### config.mk
export PLATFORM = sky130hd
export DESIGN_NAME = token_dist_top
export DESIGN_NICKNAME = d
export VERILOG_FILES = /design/src/hdl/trig_link_pkg.sv /design/src/hdl/readout_pkg.sv /design/src/hdl/led_stretch.sv /design/src/hdl/link_led_result.sv /design/src/hdl/token_dist_top.sv /design/src/hdl/token_record_execute.sv /design/src/hdl/trig_frame_decode.sv
export SDC_FILE = /design/constraint.sdc
export NUM_CORES = 1
export LEC_CHECK = 0
export BUFFER_PORTS_ARGS = -buffer_cell sky130_fd_sc_hd__buf_4
export CORE_ASPECT_RATIO = 1.1
export CORE_MARGIN = 2
export CORE_UTILIZATION = 34
export CTS_BUF_LIST = sky130_fd_sc_hd__clkbuf_8
export CTS_CLUSTER_DIAMETER = 30
export DETAILED_ROUTE_END_ITERATION = 7
export SKIP_LAST_GASP = 1
export SYNTH_ARGS = -nofsm -noshare
export SYNTH_HDL_FRONTEND = slang
export SYNTH_SLANG_ARGS = --single-unit
### constraint.sdc
create_clock -name CLK125 -period 6.4 [get_ports CLK125]
set_input_delay 0.64 -clock CLK125 [delete_from_list [all_inputs] [get_ports CLK125]]
set_output_delay 0.64 -clock CLK125 [all_outputs]
set_load 0.01 [all_outputs]
### src/hdl/trig_link_pkg.sv
package trig_link_pkg;

	//////////////////////////////
	// Serial trigger frame
	//////////////////////////////

	// Token width in bits
	localparam int TOKEN_W = 10;

	// Bits after the start bit, token MSB first then even parity
	localparam int FRAME_BITS = 11;

	// Bit counter inside a frame
	localparam int BIT_CNT_W = $clog2(FRAME_BITS);

	// Decoded token, valid for one cycle
	typedef struct packed {
		logic               valid;
		logic [TOKEN_W-1:0] token;
		// Odd parity seen over token plus parity bit
		logic               err;
	} token_evt_t;

	//////////////////////////////
	// Outgoing link word
	//////////////////////////////

	// Link data width
	localparam int LINK_W = 16;

	// Idle data, sent with kchar set
	localparam logic [LINK_W-1:0] COMMA_WORD = 16'h00BC;

	// Upper bits of a token status word
	localparam logic [4:0] TOKEN_TAG = 5'b10000;

	// One link beat
	typedef struct packed {
		// High for comma, low for token status
		logic              kchar;
		logic [LINK_W-1:0] data;
	} link_word_t;

endpackage

### src/hdl/readout_pkg.sv
package readout_pkg;

	//////////////////////////////
	// Readout record
	//////////////////////////////

	// Sequence number, wraps at 32
	localparam int SEQ_W = 5;

	// Record sent toward the memory FIFO
	typedef struct packed {
		logic                             err;
		logic [SEQ_W-1:0]                 seq;
		logic [trig_link_pkg::TOKEN_W-1:0] token;
	} record_t;

	//////////////////////////////
	// Queue and credits
	//////////////////////////////

	// Records held while credits are out
	localparam int QUEUE_DEPTH = 4;
	localparam int PTR_W = $clog2(QUEUE_DEPTH);
	// Fill level, 0 to QUEUE_DEPTH
	localparam int QCNT_W = $clog2(QUEUE_DEPTH + 1);

	// Credits held after reset
	localparam int CREDIT_INIT = 8;
	localparam int CREDIT_W = 4;

	//////////////////////////////
	// Indicators
	//////////////////////////////

	// Cycles an LED stays lit after its source drops
	localparam int LED_HOLD_CYCLES = 32;
	localparam int LED_CNT_W = $clog2(LED_HOLD_CYCLES + 1);

	typedef struct packed {
		logic err;
		logic trig;
		logic live;
	} led_t;

endpackage

### src/hdl/led_stretch.sv
module led_stretch (
	input  logic CLK125,
	input  logic reset_i,
	input  logic trig_i,
	output logic led_o
);

	import readout_pkg::*;

	// Cycles left to stay lit
	logic [LED_CNT_W-1:0] hold_q;

	//////////////////////////////
	// Hold counter
	//////////////////////////////

	always_ff @(posedge CLK125) begin
		if (reset_i) begin
			hold_q <= '0;
		end else if (trig_i) begin
			// Restart on every active cycle
			hold_q <= LED_CNT_W'(LED_HOLD_CYCLES);
		end else if (hold_q != '0) begin
			hold_q <= hold_q - 1'b1;
		end
	end

	// Lit one cycle after the source
	assign led_o = (hold_q != '0);

endmodule

### src/hdl/link_led_result.sv
module link_led_result (
	input  logic                      CLK125,
	input  logic                      reset_i,
	input  trig_link_pkg::token_evt_t evt_i,
	input  logic                      overflow_i,
	input  logic                      inhibit_i,
	output trig_link_pkg::link_word_t link_o,
	output readout_pkg::led_t         leds_o
);

	import trig_link_pkg::*;

	link_word_t link_q;

	// LED sources
	logic err_src;
	logic trig_src;
	logic live_src;

	// Stretched indicators
	logic err_led;
	logic trig_led;
	logic live_led;

	//////////////////////////////
	// Link word
	//////////////////////////////

	always_ff @(posedge CLK125) begin
		if (reset_i) begin
			link_q <= '{kchar: 1'b1, data: COMMA_WORD};
		end else if (evt_i.valid) begin
			// Token status, tag then err then token
			link_q <= '{kchar: 1'b0, data: {TOKEN_TAG, evt_i.err, evt_i.token}};
		end else begin
			link_q <= '{kchar: 1'b1, data: COMMA_WORD};
		end
	end

	assign link_o = link_q;

	//////////////////////////////
	// Indicators
	//////////////////////////////

	// Bad parity or dropped tokens
	assign err_src  = (evt_i.valid & evt_i.err) | overflow_i;
	assign trig_src = evt_i.valid;
	// Lit while not inhibited
	assign live_src = ~inhibit_i;

	led_stretch u_err_led (
		.CLK125  (CLK125),
		.reset_i (reset_i),
		.trig_i  (err_src),
		.led_o   (err_led)
	);

	led_stretch u_trig_led (
		.CLK125  (CLK125),
		.reset_i (reset_i),
		.trig_i  (trig_src),
		.led_o   (trig_led)
	);

	led_stretch u_live_led (
		.CLK125  (CLK125),
		.reset_i (reset_i),
		.trig_i  (live_src),
		.led_o   (live_led)
	);

	assign leds_o = '{err: err_led, trig: trig_led, live: live_led};

endmodule

### src/hdl/token_dist_top.sv
module token_dist_top (
	input  logic                      CLK125,
	input  logic                      reset_i,
	input  logic                      ser_trig_i,
	input  logic                      inhibit_i,
	input  logic                      enable_i,
	input  logic                      credit_i,
	output readout_pkg::record_t      rec_o,
	output logic                      rec_valid_o,
	output trig_link_pkg::link_word_t link_o,
	output readout_pkg::led_t         leds_o
);

	import trig_link_pkg::*;

	// Decoded token, shared by execute and result
	token_evt_t evt;
	// Sticky drop flag toward the error LED
	logic       overflow;

	//////////////////////////////
	// Decode
	//////////////////////////////

	trig_frame_decode u_decode (
		.CLK125     (CLK125),
		.reset_i    (reset_i),
		.ser_trig_i (ser_trig_i),
		.evt_o      (evt)
	);

	//////////////////////////////
	// Execute
	//////////////////////////////

	token_record_execute u_execute (
		.CLK125      (CLK125),
		.reset_i     (reset_i),
		.evt_i       (evt),
		.inhibit_i   (inhibit_i),
		.enable_i    (enable_i),
		.credit_i    (credit_i),
		.rec_o       (rec_o),
		.rec_valid_o (rec_valid_o),
		.overflow_o  (overflow)
	);

	//////////////////////////////
	// Result
	//////////////////////////////

	link_led_result u_result (
		.CLK125     (CLK125),
		.reset_i    (reset_i),
		.evt_i      (evt),
		.overflow_i (overflow),
		.inhibit_i  (inhibit_i),
		.link_o     (link_o),
		.leds_o     (leds_o)
	);

endmodule

### src/hdl/token_record_execute.sv
module token_record_execute (
	input  logic                      CLK125,
	input  logic                      reset_i,
	input  trig_link_pkg::token_evt_t evt_i,
	input  logic                      inhibit_i,
	input  logic                      enable_i,
	input  logic                      credit_i,
	output readout_pkg::record_t      rec_o,
	output logic                      rec_valid_o,
	output logic                      overflow_o
);

	import readout_pkg::*;

	// Record storage
	record_t            queue_mem [QUEUE_DEPTH];
	logic [PTR_W-1:0]   wr_ptr_q;
	logic [PTR_W-1:0]   rd_ptr_q;
	logic [QCNT_W-1:0]  count_q;
	logic [SEQ_W-1:0]   seq_q;
	logic [CREDIT_W-1:0] credit_q;
	logic               overflow_q;

	logic               accept;
	logic               full;
	logic               push;
	logic               drop;
	logic               send;

	// Circular pointer step
	function automatic logic [PTR_W-1:0] next_ptr(input logic [PTR_W-1:0] ptr);
		if (ptr == PTR_W'(QUEUE_DEPTH - 1)) begin
			return '0;
		end
		return ptr + 1'b1;
	endfunction

	//////////////////////////////
	// Gating
	//////////////////////////////

	// Error tokens are recorded as well
	assign accept = evt_i.valid & enable_i & ~inhibit_i;
	assign full   = (count_q == QCNT_W'(QUEUE_DEPTH));
	assign push   = accept & ~full;
	// Full queue drops the token and keeps the sequence number
	assign drop   = accept & full;
	// One record per cycle while credits remain
	assign send   = (count_q != '0) && (credit_q != '0);

	//////////////////////////////
	// Queue
	//////////////////////////////

	always_ff @(posedge CLK125) begin
		if (push) begin
			queue_mem[wr_ptr_q] <= '{err: evt_i.err, seq: seq_q, token: evt_i.token};
		end
	end

	always_ff @(posedge CLK125) begin
		if (reset_i) begin
			wr_ptr_q <= '0;
			rd_ptr_q <= '0;
			count_q  <= '0;
			seq_q    <= '0;
		end else begin
			if (push) begin
				wr_ptr_q <= next_ptr(wr_ptr_q);
				// Wraps at 32 by width
				seq_q    <= seq_q + 1'b1;
			end
			if (send) begin
				rd_ptr_q <= next_ptr(rd_ptr_q);
			end
			// Fill level
			case ({push, send})
				2'b10:   count_q <= count_q + 1'b1;
				2'b01:   count_q <= count_q - 1'b1;
				default: count_q <= count_q;
			endcase
		end
	end

	//////////////////////////////
	// Credits and overflow
	//////////////////////////////

	always_ff @(posedge CLK125) begin
		if (reset_i) begin
			credit_q   <= CREDIT_W'(CREDIT_INIT);
			overflow_q <= 1'b0;
		end else begin
			// Send and return together cancel out
			case ({send, credit_i})
				2'b10:   credit_q <= credit_q - 1'b1;
				2'b01:   credit_q <= credit_q + 1'b1;
				default: credit_q <= credit_q;
			endcase
			// Sticky until reset
			if (drop) begin
				overflow_q <= 1'b1;
			end
		end
	end

	// Head of queue drives the record port
	assign rec_o       = queue_mem[rd_ptr_q];
	assign rec_valid_o = send;
	assign overflow_o  = overflow_q;

endmodule

### src/hdl/trig_frame_decode.sv
module trig_frame_decode (
	input  logic                      CLK125,
	input  logic                      reset_i,
	input  logic                      ser_trig_i,
	output trig_link_pkg::token_evt_t evt_o
);

	import trig_link_pkg::*;

	// Waiting for start bit, or inside a frame
	typedef enum logic {
		ST_IDLE,
		ST_RECV
	} state_t;

	state_t                 state_q;
	logic [BIT_CNT_W-1:0]   bit_cnt_q;
	logic [TOKEN_W-1:0]     shift_q;
	logic                   parity_q;
	logic                   last_bit;

	// Event register fields
	logic                   valid_q;
	logic [TOKEN_W-1:0]     token_q;
	logic                   err_q;

	// Parity bit on the line this cycle
	assign last_bit = (state_q == ST_RECV) &&
		(bit_cnt_q == BIT_CNT_W'(FRAME_BITS - 1));

	//////////////////////////////
	// Frame FSM
	//////////////////////////////

	always_ff @(posedge CLK125) begin
		if (reset_i) begin
			state_q   <= ST_IDLE;
			bit_cnt_q <= '0;
			valid_q   <= 1'b0;
		end else begin
			// Event lasts one cycle only
			valid_q <= 1'b0;
			case (state_q)
				ST_IDLE: begin
					// Line idles low, a 1 opens a frame
					if (ser_trig_i) begin
						state_q   <= ST_RECV;
						bit_cnt_q <= '0;
					end
				end
				ST_RECV: begin
					bit_cnt_q <= bit_cnt_q + 1'b1;
					if (last_bit) begin
						valid_q <= 1'b1;
						// Back-to-back start bit is caught from idle
						state_q <= ST_IDLE;
					end
				end
				default: state_q <= ST_IDLE;
			endcase
		end
	end

	//////////////////////////////
	// Shift and parity
	//////////////////////////////

	always_ff @(posedge CLK125) begin
		if (state_q == ST_IDLE) begin
			parity_q <= 1'b0;
		end else begin
			parity_q <= parity_q ^ ser_trig_i;
			// Token bits come first, MSB first
			if (bit_cnt_q < BIT_CNT_W'(TOKEN_W)) begin
				shift_q <= {shift_q[TOKEN_W-2:0], ser_trig_i};
			end
		end
		// Capture at the edge that samples parity
		if (last_bit) begin
			token_q <= shift_q;
			// Even parity expected, odd total is an error
			err_q   <= parity_q ^ ser_trig_i;
		end
	end

	assign evt_o = '{valid: valid_q, token: token_q, err: err_q};

endmodule

After elaboration in Yosys (flattened, before gate mapping) --
Memories as Yosys holds them, arrays and structs flattened. A register that Yosys moved wholly into a read port is not among the register bits. Index checks and enable logic that the tools add are counted.
Word-level totals: register bits 80, RAM bits 64, input port bits 6, output and inout bits 37, memories kept 1
Operators by class: add/sub/neg operators 11, $lt $le $gt $ge 1, eq/ne operators 10, mux-type cells 29, bitwise operators 11, reductions and logical operators 17
Memories:
- u_execute.queue_mem | depth 4, width 16, read ports 1, clocked after memory_dff 1, write ports 1, RTL line token_record_execute.sv:16 | record_t queue_mem [QUEUE_DEPTH];
Operators by type and width (number):
- $mux W6 | 6
- $reduce_bool A6 Y1 | 3
- $sub A6 B1 Y6 const B | 3
- $mux W17 | 1
- $pmux W4 S2 | 2
- $mux W2 | 6
- $mux W1 | 11
- $reduce_or A2 Y1 | 5
- $add A4 B1 Y4 const B | 2
- $eq A2 B2 Y1 const B | 4
- $reduce_bool A2 Y1 | 4
- $pmux W3 S2 | 1
- $add A5 B1 Y5 const B | 1
- $and A1 B1 Y1 | 5
- $add A2 B1 Y2 const B | 2
- $eq A2 B1 Y1 const B | 2
- $eq A4 B4 Y1 const B | 1
- $lt A4 B4 Y1 const B | 1
- $mux W4 | 1
- $not A1 Y1 | 4
- $reduce_bool A4 Y1 | 1
- $sub A4 B1 Y4 const B | 1
- $add A3 B1 Y3 const B | 1
- $eq A3 B3 Y1 const B | 1
- other kinds (9) | 10

Longest topological paths before layout --
depth in word-level cells 7, mapped depth 11, gate-level depth less buffers 10

By module --
From an unflattened synthesis, not the netlist that was laid out.
Unflattened totals: cell total of the unflattened synthesis 386, area total of the unflattened synthesis 5690.5 µm²
By module, submodules not included:
- token_record_execute | instances 1, cells an instance 192, area an instance 3291.9 µm²
- led_stretch | instances 3, cells an instance 33, area an instance 327.8 µm²
- trig_frame_decode | instances 1, cells an instance 57, area an instance 959.7 µm²
- link_led_result | instances 1, cells an instance 38, area an instance 455.4 µm²

Least setup slack after synthesis --
OpenSTA, ideal clock, no wires.
kind input to register, from input port inhibit_i, to register u_execute.count_q[2], setup time 0.071 ns, arrival time 2.475 ns, setup slack 3.855 ns, stages 11, cells stage by stage and3b_1 buf_2 and2_4 buf_6 inv_1 ha_1 inv_1 fa_1 xor2_1 or3_2 a21oi_1
Between the ends: cells in the longest elaborated chain, start to end 5, elaborated cells between the ends (all ways) 7, those cells by class eq/ne: 2; mux: 1; bitwise: 3; reduce/logical: 1
Ends and longest elaborated chain:
- start, declared | RTL line token_dist_top.sv:5 | input logic inhibit_i,
- $not A1 Y1 *
- $and A1 B1 Y1 * | RTL line token_record_execute.sv:43 | assign accept = evt_i.valid & enable_i & ~inhibit_i;
- $and A1 B1 Y1 * | RTL line token_record_execute.sv:45 | assign push = accept & ~full;
- $eq A2 B1 Y1 / $eq A2 B2 Y1 (equally long branches) | RTL line token_record_execute.sv:77 | case ({push, send})
- $pmux W3 S2 / $reduce_bool A2 Y1 (equally long branches)
- end signal, assigned | RTL line token_record_execute.sv:78 | 2'b10: count_q <= count_q + 1'b1;
- end signal, assigned | RTL line token_record_execute.sv:79 | 2'b01: count_q <= count_q - 1'b1;
- end signal, assigned | RTL line token_record_execute.sv:80 | default: count_q <= count_q;
- end, declared | RTL line token_record_execute.sv:19 | logic [QCNT_W-1:0] count_q;
Every way passes the cells marked *; elsewhere a longest branch is shown, timed or not. A chain may end at the register's enable or synchronous reset.

Final worst setup path --
from register u_execute.count_q[2], to register u_execute.count_q[2]
Between the ends: cells in the longest elaborated chain, start to end 5, elaborated cells between the ends (all ways) 11, those cells by class add/sub: 2; eq/ne: 3; mux: 1; bitwise: 2; reduce/logical: 3
Ends and longest elaborated chain:
- $eq A3 B3 Y1 | RTL line token_record_execute.sv:44 | assign full = (count_q == QCNT_W'(QUEUE_DEPTH));
- $not A1 Y1 | RTL line token_record_execute.sv:45
- $and A1 B1 Y1 | RTL line token_record_execute.sv:45
- $eq A2 B1 Y1 / $eq A2 B2 Y1 (equally long branches) | RTL line token_record_execute.sv:77
- $pmux W3 S2 / $reduce_bool A2 Y1 (equally long branches)
Several ways; a longest one is shown, not always the timed one.

==> impl_metrics.toml <==
[final_layout]
stdcell_area_mm2 = 0.00631
drive_gt1_share_pct = 21.3
area_delta_synth_final_pct = 15.3
num-nets-final = 444
stdcell_count = 631
fillers = 1495
final_core_util_pct = 40.1
antenna-diode-count = 0

[timing]
fmax_ghz = 0.385
hold_violations = 0
timing.slew.headroom_pct = 42.3
setup_slack_ps = 3810
grt_setup_unrepaired = "no"
clock_skew_ps = 10.2
min_period_ps = 2590
period_share_pct = 40.5
worst_pin_slew_ps = 865
setup_viol = 0
tns_ps = 0
drv_slew = 0
timing.hold.ws_ps = 413

[yosys]
synth-edff-count = 85
ys_ff_latch = 142
synth.distinct_cells = 42
syn-instance-count = 377
yosysTopAreaCell = "edfxtp_1"
synth_most_common_cell = "edfxtp_1"
yosysSeqAreaShare_pct = 67.5
yosys-top-cells-count = "edfxtp_1 (85), dfxtp_1 (57), nor2_1 (44)"
synth_flop_cell = "edfxtp_1"
synthDominantCellAreaShare_pct = 46.7
yosysWarnings = 0
synthTopCellsByArea = "edfxtp_1 (47%), dfxtp_1 (21%), mux4_2 (6.6%)"
synthArstFlopShare_pct = 0
avgSynthCellArea_um2 = 14.5
synth_area_mm2 = 0.00547

[grt]
grt_pass1_wl_um = 15700
grt_pass1_vias = 3115
grt_max_degree = 30
overflow = 0
antenna_found_initial = 0
gr-usage-all-layers_pct = 11.9

[placement]
dpl.hpwl_um = 6080
place_congestion = 0.783
placed_area_mm2 = 0.00590
numPortBuffers = 38
dp.cells = 599
post-place-ws_ps = 3680

[drt]
vias = 2935
drt-pass1-iter-count = 5
wirelength_um = 9370
vias_per_cell = 4.65
initialDrtViolationCount = 164
ant_nets = 0
drc = 0
wl_per_cell_um = 14.9

[worst_setup_path]
required_ps = 6770
r2r_start = "u_execute.count_q[2]"
arrival_ps = 2960
worst_setup_path_start_kind = "register"
r2r_cells = 9
critical_path.max_fanout = 8
r2r_slack_ps = 3810
r2r-end = "u_execute.count_q[2]"
path_class = "reg -> reg"
endpoint_kind = "register"

[clocking]
hold_buffers = 0
clockBufferDepth = 2
cts_tree = "yes"
clk_pin_slew_ps = 80
cts_buffers = 17
ctsResizeCount = 0
cts_setup_buffers = 0
cts_sinks = 142
cts-root-buf = "clkbuf_8"
htree_levels = 4
clkLatencyLatePin_ps = 440

[die]
num_rows = 48
die_h_um = 137
die-area_mm2 = 0.0171
start_util_pct = 34.8
ios = 43
die_x_um = 125
coreArea_mm2 = 0.0157

[hold_path]
hold_path_end = "u_result.u_live_led.hold_q[5]"
min_delay_path_depth = 2
hold_path.class = "in -> reg"
hold_start = "inhibit_i"

[pwr]
finalPower_mw = 2.11
powerDensity_mw_per_mm2 = 335
power_leakage_nw = 2.30
peakVddDrop_mv = 0.186

[flow_run]
max-cap-violations = 0

[outcome]
status = "finished, final reports clean"
==> area by class of cell <==
cell class	instances	area [um^2]	share of cell area, %
Inverter	18	67.6	1.07
Multi-Input combinational cell	200	1600	25.4
Clock inverter	15	170	2.70
Timing Repair Buffer	39	293	4.64
Tap cell	200	250	3.97
Sequential cell	142	3690	58.5
Clock buffer	17	234	3.71
==> cells in the final DEF (no fill, tap or decap), types with 2 or more instances in the layout <==
cell	count
nor3_1	8
clkbuf_8	17
nor2_1	44
nor2b_1	2
and3_1	2
clkinv_4	3
ha_1	18
xnor2_1	13
inv_6	3
fa_1	2
inv_1	19
nand3b_1	4
edfxtp_1	85
and2_1	9
nand2b_1	5
nor3b_1	2
and3_2	4
mux2i_1	8
conb_1	4
nand2_1	9
xor2_1	11
a211oi_1	3
clkinv_1	2
bufinv_16	3
a21oi_1	10
mux4_2	16
dfxtp_1	57
nand3_1	9
o21ai_0	4
buf_4	39
==> flip-flops by register name, indices dropped and copies added, names as in the netlist, 4 cells and up, named ones only <==
signal	cells
u_result.u_live_led.hold_q	6
u_result.u_trig_led.hold_q	6
u_execute.seq_q	5
u_execute.credit_q	4
u_result.link_o	13
u_execute.queue_mem	64
u_decode.shift_q	10
u_decode.token_q	10
u_result.u_err_led.hold_q	6
u_decode.bit_cnt_q	4
==> worst max path at each step <==
stage	start	endpoint	slack [ps]
after global placement	inhibit_i	u_execute.count_q[2]	3770
after global routing	u_execute.count_q[2]	u_execute.count_q[2]	3610
after floorplan	inhibit_i	u_execute.count_q[2]	3850
final	u_execute.count_q[2]	u_execute.count_q[2]	3810
after CTS	register	rec_o[11]	3780
after detailed placement	inhibit_i	u_execute.count_q[2]	3680
==> critical path, stage by stage, from the launching register on <==
cell     delay (ps)
dfxtp_1         390
or3b_1          480
and2_4          240
inv_1            60
ha_1            170
inv_1            70
fa_1            380
xor2_1          170
or3_2           410
a21oi_1         160
==> report_power, final <==
part           switching [mW]  internal [mW]
clock network           0.340          0.384
registers              0.0472           1.02
logic                   0.167          0.155
total                   0.554           1.56
==> metal layers <==
layer / part of all wire, % / track usage (%) / vias to the layer above
li1: - / - / 1420
met1: 45 / 14.5 / 1445
met2: 48 / 19.6 / 55
met3: 4.3 / 3.79 / 15
met4: 1.8 / 5.00 / 0
met5: 0 / 0 / -
==> cells by family (layout without fill, tap and decap cells) <==
family / after synthesis / count (layout) / synth area share, %
compound gates: 22 / 22 / 2.40
simple gates: 106 / 106 / 9.84
buf+inv: 38 / 89 / 3.43
mux: 24 / 24 / 8.05
fa+ha+maj: 20 / 20 / 4.85
flops: 142 / 142 / 67.5
other cells: 1 / 4 / 0.0686
xor+xnor: 24 / 24 / 3.84
Power figures use the tool's default switching activity.
